## src/st_ctrl_pkg.sv

```systemverilog
// ----------------------------------------------------------
// shared types and constants of the ST byte I/O path
// import into any module touching FIFOs or system_ctrl
// ----------------------------------------------------------
`default_nettype none

package st_ctrl_pkg;

	typedef logic [7:0]  byte_t;      // one data byte, midi or printer
	typedef logic [31:0] sys_ctrl_t;  // control word from io controller

	// usb target port on the io controller
	typedef enum logic [1:0] {
		REDIR_NONE    = 2'd0,
		REDIR_RS232   = 2'd1,
		REDIR_PRINTER = 2'd2,
		REDIR_MIDI    = 2'd3
	} usb_redir_t;

	localparam int CTRL_REDIR_LSB = 26;  // system_ctrl[27:26]

	// acia data register buffer
	localparam int MIDI_FIFO_DEPTH = 16;
	// small, full flag doubles as printer busy
	localparam int PARALLEL_FIFO_DEPTH = 4;

	// channel select of an io controller read
	typedef enum logic {
		CHAN_MIDI     = 1'b0,
		CHAN_PARALLEL = 1'b1
	} io_chan_t;

endpackage

`default_nettype wire

```

## src/st_video_pkg.sv

```systemverilog
// ----------------------------------------------------------
// video types and control word fields for the source mux
// ----------------------------------------------------------
`default_nettype none

package st_video_pkg;

	typedef logic [3:0] colour_t;     // 4 bit per gun, shifter and viking
	typedef logic [1:0] scanlines_t;  // 0 = off, 3 = strongest

	// scanline strength in system_ctrl[21:20]
	localparam int CTRL_SCANLINES_LSB = 20;

	// blend enable for the scaler
	localparam int CTRL_BLEND_BIT = 29;

endpackage

`default_nettype wire

```

## src/io_fifo.sv

```systemverilog
// ----------------------------------------------------------
// single clock byte FIFO, show-ahead head, drops on full
// DEPTH must be a power of two, 2 or more
// ----------------------------------------------------------
`timescale 1ns/1ns
`default_nettype none

module io_fifo
	import st_ctrl_pkg::*;
#(
	parameter int DEPTH = 4
) (
	input  wire        clk_32,
	input  wire        reset,
	input  wire        push,       // write strobe, one cycle
	input  wire byte_t push_data,
	input  wire        pop,        // take head, only when available
	output byte_t      head,       // oldest byte, valid while available
	output logic       full,
	output logic       available
);

	localparam int AW = $clog2(DEPTH);
	localparam logic [AW:0] FULL_COUNT = (AW + 1)'(DEPTH);

	byte_t         mem [DEPTH];
	logic [AW-1:0] wr_ptr;
	logic [AW-1:0] rd_ptr;
	logic [AW:0]   count;     // one extra bit to tell full from empty

	logic push_ok;
	logic pop_ok;

	assign push_ok = push && !full;      // byte lost when full
	assign pop_ok  = pop && available;

	assign full      = (count == FULL_COUNT);
	assign available = (count != '0);
	assign head      = mem[rd_ptr];      // show-ahead

	// pointers wrap by themselves, DEPTH is 2^AW
	always_ff @(posedge clk_32) begin
		if (reset) begin
			wr_ptr <= '0;
			rd_ptr <= '0;
			count  <= '0;
		end else begin
			if (push_ok)
				wr_ptr <= wr_ptr + 1'b1;
			if (pop_ok)
				rd_ptr <= rd_ptr + 1'b1;
			case ({push_ok, pop_ok})
				2'b10:   count <= count + 1'b1;
				2'b01:   count <= count - 1'b1;
				default: count <= count;  // none, or push and pop together
			endcase
		end
	end

	always_ff @(posedge clk_32) begin
		if (push_ok)
			mem[wr_ptr] <= push_data;
	end

	// occupancy bounded even with pushes hammering a full buffer
	a_count_bound: assert property (@(posedge clk_32) disable iff (reset)
		count <= FULL_COUNT);

	// reader must look at available before popping
	a_no_pop_empty: assert property (@(posedge clk_32) disable iff (reset)
		pop |-> available);

endmodule

`default_nettype wire

```

## src/st_port_writer.sv

```systemverilog
// ----------------------------------------------------------
// core side of the port FIFOs: flops the write strobes
// and picks the printer busy source from usb redirection
// ----------------------------------------------------------
`timescale 1ns/1ns
`default_nettype none

module st_port_writer
	import st_ctrl_pkg::*;
(
	input  wire            clk_32,
	input  wire            reset,
	input  wire            midi_wr_strobe,     // acia data register write
	input  wire byte_t     midi_wr_data,
	input  wire            parallel_wr_strobe, // psg port b write
	input  wire byte_t     parallel_wr_data,
	input  wire sys_ctrl_t system_ctrl,
	input  wire            parallel_full,
	input  wire            joy_busy,           // gauntlet adapter line
	output logic           midi_push,
	output byte_t          midi_push_data,
	output logic           parallel_push,
	output byte_t          parallel_push_data,
	output logic           printer_busy
);

	usb_redir_t usb_redirection;

	assign usb_redirection = usb_redir_t'(system_ctrl[CTRL_REDIR_LSB +: $bits(usb_redir_t)]);

	// fifo is only the printer when the io controller redirects to it,
	// else busy comes from the extra joystick port
	assign printer_busy = (usb_redirection == REDIR_PRINTER) ? parallel_full : joy_busy;

	// strobes, one cycle late
	always_ff @(posedge clk_32) begin
		if (reset) begin
			midi_push     <= 1'b0;
			parallel_push <= 1'b0;
		end else begin
			midi_push     <= midi_wr_strobe;
			parallel_push <= parallel_wr_strobe;
		end
	end

	// data rides along with its strobe
	always_ff @(posedge clk_32) begin
		if (midi_wr_strobe)
			midi_push_data <= midi_wr_data;
		if (parallel_wr_strobe)
			parallel_push_data <= parallel_wr_data;
	end

	// core writes are single pulses, else a byte would be pushed twice
	a_midi_pulse: assert property (@(posedge clk_32) disable iff (reset)
		midi_push |=> !midi_push);
	a_parallel_pulse: assert property (@(posedge clk_32) disable iff (reset)
		parallel_push |=> !parallel_push);

endmodule

`default_nettype wire

```

## src/io_ctrl_reader.sv

```systemverilog
// ----------------------------------------------------------
// io controller side: one read strobe pops the chosen FIFO,
// answer is a data strobe or a no-data strobe next cycle
// ----------------------------------------------------------
`timescale 1ns/1ns
`default_nettype none

module io_ctrl_reader
	import st_ctrl_pkg::*;
(
	input  wire           clk_32,
	input  wire           reset,
	input  wire           rd_strobe,
	input  wire io_chan_t rd_chan,
	input  wire byte_t    midi_head,
	input  wire           midi_available,
	input  wire byte_t    parallel_head,
	input  wire           parallel_available,
	output logic          midi_pop,
	output logic          parallel_pop,
	output byte_t         host_data,
	output logic          host_strobe,   // host_data valid
	output logic          host_nodata    // channel was empty
);

	logic  sel_available;
	byte_t sel_head;

	// steer to the requested channel
	always_comb begin
		case (rd_chan)
			CHAN_PARALLEL: begin
				sel_available = parallel_available;
				sel_head      = parallel_head;
			end
			default: begin
				sel_available = midi_available;
				sel_head      = midi_head;
			end
		endcase
	end

	// pop in the strobe cycle, head already shown by the fifo
	assign midi_pop     = rd_strobe && (rd_chan == CHAN_MIDI) && midi_available;
	assign parallel_pop = rd_strobe && (rd_chan == CHAN_PARALLEL) && parallel_available;

	always_ff @(posedge clk_32) begin
		if (reset) begin
			host_strobe <= 1'b0;
			host_nodata <= 1'b0;
		end else begin
			host_strobe <= rd_strobe && sel_available;
			host_nodata <= rd_strobe && !sel_available;
		end
	end

	// byte captured only on a real pop
	always_ff @(posedge clk_32) begin
		if (rd_strobe && sel_available)
			host_data <= sel_head;
	end

	a_one_answer: assert property (@(posedge clk_32) disable iff (reset)
		!(host_strobe && host_nodata));

endmodule

`default_nettype wire

```

## src/video_source_mux.sv

```systemverilog
// ----------------------------------------------------------
// shifter or viking video into the scaler, with blanking
// and scaler flags from system_ctrl, all one cycle late
// ----------------------------------------------------------
`timescale 1ns/1ns
`default_nettype none

module video_source_mux
	import st_ctrl_pkg::*;
	import st_video_pkg::*;
(
	input  wire            clk_32,
	input  wire            reset,
	input  wire sys_ctrl_t system_ctrl,
	input  wire            viking_active,
	input  wire            monomode,
	input  wire            blank_n,
	input  wire            hsync_n,
	input  wire            vsync_n,
	input  wire            scandoubler_disable,  // request from io controller
	input  wire colour_t   r,
	input  wire colour_t   g,
	input  wire colour_t   b,
	input  wire colour_t   viking_r,
	input  wire colour_t   viking_g,
	input  wire colour_t   viking_b,
	input  wire            viking_hs,
	input  wire            viking_vs,
	output colour_t        vid_r,
	output colour_t        vid_g,
	output colour_t        vid_b,
	output logic           vid_hs,
	output logic           vid_vs,
	output logic           blend_en,
	output logic           scaler_bypass,
	output scanlines_t     scanlines
);

	logic show_st;

	// mono never blanks, the shifter drives its own border there
	assign show_st = blank_n | monomode;

	always_ff @(posedge clk_32) begin
		vid_r <= viking_active ? viking_r : (show_st ? r : '0);
		vid_g <= viking_active ? viking_g : (show_st ? g : '0);
		vid_b <= viking_active ? viking_b : (show_st ? b : '0);
	end

	always_ff @(posedge clk_32) begin
		if (reset) begin
			vid_hs        <= 1'b1;  // syncs idle high
			vid_vs        <= 1'b1;
			blend_en      <= 1'b0;
			scaler_bypass <= 1'b0;
			scanlines     <= '0;
		end else begin
			vid_hs        <= viking_active ? viking_hs : hsync_n;
			vid_vs        <= viking_active ? viking_vs : vsync_n;
			// no blending on hi-res sources
			blend_en      <= system_ctrl[CTRL_BLEND_BIT] & ~monomode & ~viking_active;
			scaler_bypass <= scandoubler_disable | monomode | viking_active;
			scanlines     <= system_ctrl[CTRL_SCANLINES_LSB +: $bits(scanlines_t)];
		end
	end

endmodule

`default_nettype wire

```

## src/st_io_top.sv

```systemverilog
// ----------------------------------------------------------
// ST byte I/O path and video select: core writes go
// through the midi and parallel FIFOs to the io controller
// ----------------------------------------------------------
`timescale 1ns/1ns
`default_nettype none

module st_io_top
	import st_ctrl_pkg::*;
	import st_video_pkg::*;
(
	input  wire            clk_32,
	input  wire            reset,
	// core writes
	input  wire            midi_wr_strobe,
	input  wire byte_t     midi_wr_data,
	input  wire            parallel_wr_strobe,
	input  wire byte_t     parallel_wr_data,
	input  wire            joy_busy,
	input  wire sys_ctrl_t system_ctrl,
	// io controller reads
	input  wire            rd_strobe,
	input  wire io_chan_t  rd_chan,
	output byte_t          host_data,
	output logic           host_strobe,
	output logic           host_nodata,
	output logic           midi_available,
	output logic           parallel_available,
	output logic           printer_busy,
	// video in
	input  wire            viking_active,
	input  wire            monomode,
	input  wire            blank_n,
	input  wire            hsync_n,
	input  wire            vsync_n,
	input  wire            scandoubler_disable,
	input  wire colour_t   r,
	input  wire colour_t   g,
	input  wire colour_t   b,
	input  wire colour_t   viking_r,
	input  wire colour_t   viking_g,
	input  wire colour_t   viking_b,
	input  wire            viking_hs,
	input  wire            viking_vs,
	// video to scaler
	output colour_t        vid_r,
	output colour_t        vid_g,
	output colour_t        vid_b,
	output logic           vid_hs,
	output logic           vid_vs,
	output logic           blend_en,
	output logic           scaler_bypass,
	output scanlines_t     scanlines
);

	logic  midi_push, parallel_push;
	byte_t midi_push_data, parallel_push_data;
	logic  midi_pop, parallel_pop;
	byte_t midi_head, parallel_head;
	logic  parallel_full;

	st_port_writer port_writer (
		.clk_32             ( clk_32             ),
		.reset              ( reset              ),
		.midi_wr_strobe     ( midi_wr_strobe     ),
		.midi_wr_data       ( midi_wr_data       ),
		.parallel_wr_strobe ( parallel_wr_strobe ),
		.parallel_wr_data   ( parallel_wr_data   ),
		.system_ctrl        ( system_ctrl        ),
		.parallel_full      ( parallel_full      ),
		.joy_busy           ( joy_busy           ),
		.midi_push          ( midi_push          ),
		.midi_push_data     ( midi_push_data     ),
		.parallel_push      ( parallel_push      ),
		.parallel_push_data ( parallel_push_data ),
		.printer_busy       ( printer_busy       )
	);

	// acia data register, midi full is not reported to the core
	io_fifo #(.DEPTH(MIDI_FIFO_DEPTH)) midi_out_fifo (
		.clk_32    ( clk_32         ),
		.reset     ( reset          ),
		.push      ( midi_push      ),
		.push_data ( midi_push_data ),
		.pop       ( midi_pop       ),
		.head      ( midi_head      ),
		.full      (                ),
		.available ( midi_available )
	);

	io_fifo #(.DEPTH(PARALLEL_FIFO_DEPTH)) parallel_out_fifo (
		.clk_32    ( clk_32             ),
		.reset     ( reset              ),
		.push      ( parallel_push      ),
		.push_data ( parallel_push_data ),
		.pop       ( parallel_pop       ),
		.head      ( parallel_head      ),
		.full      ( parallel_full      ),  // printer busy source
		.available ( parallel_available )
	);

	io_ctrl_reader ctrl_reader (
		.clk_32             ( clk_32             ),
		.reset              ( reset              ),
		.rd_strobe          ( rd_strobe          ),
		.rd_chan            ( rd_chan            ),
		.midi_head          ( midi_head          ),
		.midi_available     ( midi_available     ),
		.parallel_head      ( parallel_head      ),
		.parallel_available ( parallel_available ),
		.midi_pop           ( midi_pop           ),
		.parallel_pop       ( parallel_pop       ),
		.host_data          ( host_data          ),
		.host_strobe        ( host_strobe        ),
		.host_nodata        ( host_nodata        )
	);

	video_source_mux video_mux (
		.clk_32              ( clk_32              ),
		.reset               ( reset               ),
		.system_ctrl         ( system_ctrl         ),
		.viking_active       ( viking_active       ),
		.monomode            ( monomode            ),
		.blank_n             ( blank_n             ),
		.hsync_n             ( hsync_n             ),
		.vsync_n             ( vsync_n             ),
		.scandoubler_disable ( scandoubler_disable ),
		.r                   ( r                   ),
		.g                   ( g                   ),
		.b                   ( b                   ),
		.viking_r            ( viking_r            ),
		.viking_g            ( viking_g            ),
		.viking_b            ( viking_b            ),
		.viking_hs           ( viking_hs           ),
		.viking_vs           ( viking_vs           ),
		.vid_r               ( vid_r               ),
		.vid_g               ( vid_g               ),
		.vid_b               ( vid_b               ),
		.vid_hs              ( vid_hs              ),
		.vid_vs              ( vid_vs              ),
		.blend_en            ( blend_en            ),
		.scaler_bypass       ( scaler_bypass       ),
		.scanlines           ( scanlines           )
	);

endmodule

`default_nettype wire

```

## config.mk

```make
export PLATFORM = sky130hd
export DESIGN_NAME = st_io_top
export DESIGN_NICKNAME = d
export VERILOG_FILES = /design/src/st_ctrl_pkg.sv /design/src/st_video_pkg.sv /design/src/io_fifo.sv /design/src/st_port_writer.sv /design/src/io_ctrl_reader.sv /design/src/video_source_mux.sv /design/src/st_io_top.sv
export SDC_FILE = /design/constraint.sdc
export NUM_CORES = 1
export LEC_CHECK = 0
export ABC_AREA = 1
export ABC_CLOCK_PERIOD_IN_PS = 2590
export BUFFER_PORTS_ARGS = -buffer_cell sky130_fd_sc_hd__buf_2
export CAP_MARGIN = 40
export CELL_PAD_IN_SITES_DETAIL_PLACEMENT = 1
export CELL_PAD_IN_SITES_GLOBAL_PLACEMENT = 1
export CORE_UTILIZATION = 30
export DETAILED_ROUTE_END_ITERATION = 10
export GPL_TIMING_DRIVEN = 0
export PLACE_DENSITY = 0.53
export SETUP_SLACK_MARGIN = 0.02
export SLEW_MARGIN = 20
export SYNTH_ARGS = -nofsm -noshare
export SYNTH_HDL_FRONTEND = slang
export SYNTH_SLANG_ARGS = --single-unit
```

## constraint.sdc

```tcl
create_clock -name clk_32 -period 2.59 [get_ports clk_32]
set_input_delay 0.259 -clock clk_32 [delete_from_list [all_inputs] [get_ports clk_32]]
set_output_delay 0.259 -clock clk_32 [all_outputs]
set_load 0.005 [all_outputs]
```

==> impl_metrics.tcl, run 1 <==
set metrics [dict create \
    start_util 0.3057 \
    design_area_um2 11480 \
    die_w_um 175.8 \
    max_slew_margin 0.5016 \
    grt_pass1_vias 6727 \
    tightest_slew_ns 0.7449 \
    routed_wirelength_um 24170 \
    worstSetupPathType "reg2reg" \
    drc_errors 0 \
    critPathLaunchType "register" \
    post_drt_wl_per_cell_um 17.90 \
    synth_area_um2 9061 \
    via_count 6317 \
    numCtsBuffers 25 \
    slowest_delay_ns 0.50 \
    netlist_top_cells_area "edfxtp_1 (61%), dfxtp_1 (11%), nor2_1 (5.6%), o21ai_0 (4.4%), nand2_1 (3.0%)" \
    crit_slowest_cell "clkbuf_1" \
    worst_hold_slack_ns 0.04877 \
    first_iter_violations 444 \
    p_leak_uw 0.004333 \
    grt_pass1_wl_um 37760 \
    synth_edf_count 184 \
    ios 118 \
    cts_tree "done" \
    io_buffer_count 88 \
    grt_overflow_total 0 \
    mostFrequentLayoutCell "edfxtp_1" \
    cellPowerDensity_nw_per_um2 803.5 \
    min_from "reset" \
    r2r_end "ctrl_reader.host_data[3]" \
    synth_cells 760 \
    rsz0062_at_grt "no" \
    rows 63 \
    ant_nets 0 \
    first_pass_iters 4 \
    grt_max_degree 17 \
    drv_slew 0 \
    r2r_slack_ns 0.47 \
    synth_fp_nets 861 \
    min_path_type "in2reg" \
    gp_congestion 0.7736 \
    syn_avg_cell_area_um2 11.92 \
    seq_area_frac_synth 0.7158 \
    cts.sinks 232 \
    outcome "completed" \
    finalSetupTns_ns 0 \
    core_um2 29640 \
    cp_data_required_time_ns 2.83 \
    track_usage 0.1590 \
    place_hpwl_um 16630 \
    clkTransAtPathRegs_ns 0.06 \
    cts_root_buf "clkbuf_16" \
    path_cells "inv_1 > clkbuf_1 > o221ai_1 > nand3_1 > a31oi_1" \
    synth_area_leader_cell "edfxtp_1" \
    fill_cells 3254 \
    post_cts_buffers 0 \
    min_period_ns 2.116 \
    antenna_found_initial 0 \
    arrival_ns 2.36 \
    path_max_fanout 10 \
    die_y_um 175.8 \
    fin_crit_sh 0.8169 \
    end_kind "register" \
    worstSkewPairLatency_ns 0.52 \
    area_delta_synth_final_pct 26.69 \
    drive_gt1_frac 0.1854 \
    synth_cell_types 30 \
    fmax_ghz 0.4727 \
    setup_violations 0 \
    min_to "midi_out_fifo.count[4]" \
    maxCapViolCount 0 \
    synth.ff_latch_count 232 \
    dpl-instance-area_um2 10090 \
    synth_top_area_share 0.6098 \
    cts-htree-levels 1 \
    layout_common_cells "edfxtp_1 (184), nor2_1 (136), buf_2 (99)" \
    dieArea_um2 30900 \
    hold_violations 0 \
    nNetsFinal 1043 \
    async_flop_share 0 \
    reg2reg_depth 5 \
    vias_per_cell 4.679 \
    vdd_drop_max_mv 0.3360 \
    yosysWarnings 0 \
    fin_skew_ns 0.006886 \
    synth_ff_type "edfxtp_1" \
    antenna_cells 0 \
    finalPower_uw 9224 \
    clockBufferDepth 3 \
    whs_path_depth 4 \
]
==> logic make-up after synthesis <==
kind of cell    count (synthesis)  share of synthesized area
fa+ha+maj                      14                    0.02016
compound gates                177                     0.1077
buf+inv                        80                    0.03714
xor+xnor                        4                   0.003866
simple gates                  253                     0.1153
flops                         232                     0.7158
==> what timing repair did <==
item,4_1_cts,5_1_grt
resized for setup,0,0
hold endpoints to repair,35,0
hold buffers,50,0
==> cell usage after synthesis, types with 10 or more instances <==
master and instances:
dfxtp_1 48, inv_1 41, edfxtp_1 184, o21ai_1 26
o221ai_1 10, clkbuf_1 17, buf_2 11, nand3_1 30
nand2_1 72, nor2_1 136, ha_1 13, o21ai_0 80
a21oi_1 21, o22ai_1 35
==> flip-flops by register name, summed over array words and instances (netlist names), 3 cells and up, named ones only <==
| register | flops |
|---|---|
| ctrl_reader.host_data | 8 |
| midi_out_fifo.mem | 128 |
| video_mux.vid_r | 4 |
| port_writer.midi_push_data | 8 |
| parallel_out_fifo.count | 3 |
| midi_out_fifo.wr_ptr | 4 |
| parallel_out_fifo.mem | 32 |
| midi_out_fifo.rd_ptr | 4 |
| video_mux.vid_b | 4 |
| port_writer.parallel_push_data | 8 |
| midi_out_fifo.count | 5 |
| video_mux.vid_g | 4 |
==> worst max-delay path by stage <==
stage	slack (ns)	cells past startpoint	endpoint	from
after global placement	0.30	6	midi_out_fifo.mem[15][2]	midi_out_fifo.count[1]
after CTS	0.41	7	ctrl_reader.host_data[4]	register
final	0.47	5	ctrl_reader.host_data[3]	register
after detailed placement	0.43	8	ctrl_reader.host_data[4]	register
after global routing	0.24	13	midi_out_fifo.count[4]	midi_out_fifo.count[0]
after floorplan	0.73	15	midi_out_fifo.count[4]	midi_out_fifo.count[0]
==> worst max-delay path, delay by kind of cell, from the launching register on <==
family / cells / cell delay, ns
AND/OR/NAND/NOR: 1 / 0.20
flip-flops: 1 / 0.47
AO/OA/AOI/OAI: 2 / 0.40
buffers and inverters: 2 / 0.76
==> layout make-up <==
cell class	count	area [um^2]	share of cell area
sequential	232	6486	0.5650
multi-input combinational	448	2238	0.1950
timing repair buffer	155	1072	0.09341
clock buffer	35	754.5	0.06572
tap	390	488.0	0.04251
inverter	48	187.7	0.01635
buffer	32	148.9	0.01297
clock inverter	10	103.9	0.009046
==> routing by layer <==
layer | vias to the layer above | wire [um] | track usage
li1 | 3068 | - | -
met2 | 137 | 11290 | 0.2628
met4 | 0 | 474 | 0.04674
met3 | 34 | 1253 | 0.02662
met1 | 3078 | 11150 | 0.2135
met5 | - | 0 | 0
==> power breakdown <==
| part | leakage [uW] | switching [uW] | internal (uW) | total [uW] |
|---|---|---|---|---|
| Clock | 0.000433 | 1440 | 2220 | 3670 |
| Combinational | 0.00183 | 759 | 444 | 1200 |
| Sequential | 0.00207 | 143 | 4210 | 4350 |
==> stage by stage <==
stage                     std cells  worst slack (ns)  utilization
after detailed placement       1251            0.4256       0.3405
final                          1350            0.4743       0.3873
after global placement         1238            0.3011       0.3370
after floorplan                 760            0.7255            -
after global routing           1350            0.2382       0.3873
after CTS                      1346            0.4130       0.3863
No activity file was read; power rests on OpenSTA's default activity.
==> run 2: changes to the inputs <==
Settings changed: ABC_CLOCK_PERIOD_IN_PS 2590 to 1900, PLACE_DENSITY 0.53 to 0.55.
Clock period 2.59 ns to 1.9 ns, I/O delays scaled along.
==> run 2 against run 1 <==
  * First-iteration DRC count shrank 14%
  * Hold slack lost 0.034 ns
  * Sequential share of layout area shrank 1.5 points
  * Sequential cell count is the same
  * Utilization grew 1.2 points
  * Critical path depth grew 10
  * Combinational power grew 68%
  * Sequential power grew 37%
==> impl_metrics.tcl, run 2 (synthesized netlist as in run 1, its figures left out) <==
set metrics [dict create \
    outcome "completed" \
    r2r-start "midi_out_fifo.count[0]" \
    max_slew_margin 0.5007 \
    fmax_ghz 0.5419 \
    clockBufferDepth 3 \
    min_period_ns 1.846 \
    finalSetupTns_ns 0 \
    largest_register_ffs 128 \
    ant_nets 0 \
    min_from "parallel_wr_strobe" \
    maxCapViolCount 0 \
    dpl-instance-area_um2 10090 \
    min_path_type "in2reg" \
    layout_setup_ws_ns 0.05450 \
    cts-htree-levels 1 \
    routed_wirelength_um 25250 \
    worstSkewPairLatency_ns 0.53 \
    grt_pass1_vias 6804 \
    regMostFlops "midi_out_fifo.mem" \
    hold_violations 0 \
    fin_crit_sh 0.9713 \
    start_util 0.3057 \
    drv_slew 0 \
    vias_per_cell 4.716 \
    worst_hold_slack_ns 0.01509 \
    cts_root_buf "clkbuf_16" \
    io_buffer_count 88 \
    via_count 6418 \
    setup_violations 0 \
    dieArea_um2 30900 \
    post_drt_wl_per_cell_um 18.55 \
    first_pass_iters 5 \
    end_kind "register" \
    first_iter_violations 381 \
    antenna_found_initial 0 \
    track_usage 0.1637 \
    startpoint "midi_out_fifo.count[0]" \
    cts_tree "done" \
    place_hpwl_um 16620 \
    ios 118 \
    numCtsBuffers 24 \
    reg_top3 "midi_out_fifo.mem x128, parallel_out_fifo.mem x32" \
    grt_pass1_wl_um 38710 \
    vdd_drop_max_mv 0.7070 \
    critPathLaunchType "register" \
    reg2reg_depth 15 \
    post-place-cells 1251 \
    area_delta_synth_final_pct 30.54 \
    min_to "port_writer.parallel_push" \
    layout_common_cells "edfxtp_1 (184), nor2_1 (120), buf_2 (93)" \
    arrival_ns 2.26 \
    r2r_slack_ns 0.05 \
    fin_skew_ns 0.02366 \
    drc_errors 0 \
    nNetsFinal 1055 \
    antenna_cells 0 \
    p_leak_uw 0.004422 \
    rows 63 \
    tightest_slew_ns 0.7463 \
    cp_data_required_time_ns 2.31 \
    gp_congestion 0.7786 \
    whs_path_depth 3 \
    drive_gt1_frac 0.2523 \
    worstSetupPathType "reg2reg" \
    path_max_fanout 4 \
    cts.sinks 232 \
    mostFrequentLayoutCell "edfxtp_1" \
    r2r_end "midi_out_fifo.count[4]" \
    core_um2 29640 \
    die_y_um 175.8 \
    instances_no_fill 1361 \
    grt_max_degree 17 \
    clkTransAtPathRegs_ns 0.06 \
    pre_cts_slack_ns -0.2547 \
    grt_overflow_total 0 \
    cellPowerDensity_nw_per_um2 1076 \
    rsz0062_at_grt "yes" \
    die_w_um 175.8 \
    design_area_um2 11830 \
]
==> run 2: cell types whose count changed in the layout (fill, tap and decap cells not counted), sizes merged <==
cell         before  now
clkbuf           52   54
clkinv            9    7
dlygate4sd3      50   53
clkinvlp          0    1
buf             120  127
==> run 2: worst max path at each step <==
stage                               endpoint  slack [ns]  depth (start not counted)
finish                midi_out_fifo.count[4]        0.05                         15
global route          midi_out_fifo.count[4]       -0.09                         13
CTS                 ctrl_reader.host_data[1]       -0.03                          9
detailed placement  midi_out_fifo.mem[11][6]       -0.25                          6
global placement    midi_out_fifo.mem[15][7]       -0.36                          6
floorplan             midi_out_fifo.count[4]        0.04                         15
==> run 2: what timing repair did <==
action,4_1_cts,5_1_grt
buffers inserted,4,11
hold endpoints to repair,45,0
resized for setup,46,48
pin swaps,6,16
hold buffers,53,0
endpoints found under the setup margin,101,64
==> run 2: routing by layer <==
| metal | vias up | track usage | wire length, um |
|---|---|---|---|
| met4 | 0 | 0.03551 | 344 |
| met3 | 27 | 0.02792 | 1276 |
| li1 | 3091 | - | - |
| met2 | 156 | 0.2821 | 12440 |
| met5 | - | 0 | 0 |
| met1 | 3144 | 0.2147 | 11190 |
==> run 2: power breakdown <==
group / leakage, uW / switching (uW) / internal, uW
Clock: 0.000390 / 1960 / 2790
Sequential: 0.00208 / 205 / 5760
Combinational: 0.00196 / 1190 / 825
Total: 0.00442 / 3350 / 9380
==> run 2: cell type report <==
type                    instances  area (um^2)
multi-input cells             448         2470
fillers                      3233        17810
well taps                     390        488.0
clock buffers                  34        688.2
plain buffers                  30        177.7
clock inverters                 9        107.6
repair buffers                170         1201
flip-flops and latches        232         6506
inverters                      48        190.2
==> run 2: metrics by stage <==
stage / total power, uW / util
4_1_cts: 12610 / 0.3910
3_5_place_dp: 7634 / 0.3403
6_report: 12720 / 0.3991
3_3_place_gp: 7598 / 0.3370
2_1_floorplan: 6940 / -
5_1_grt: 13240 / 0.3991
==> run 2: critical path, cell delays in order, from the launching register on <==
cell	delay [ns]
dfxtp_4	0.36
nor2_4	0.15
nand3_4	0.10
nand2_4	0.10
inv_8	0.04
ha_4	0.18
xor2_2	0.18
ha_2	0.18
inv_2	0.06
nand2_4	0.05
nand2_2	0.08
nand2_2	0.05
nand2_1	0.05
nand3_1	0.07
nand2_1	0.07
inv_1	0.03
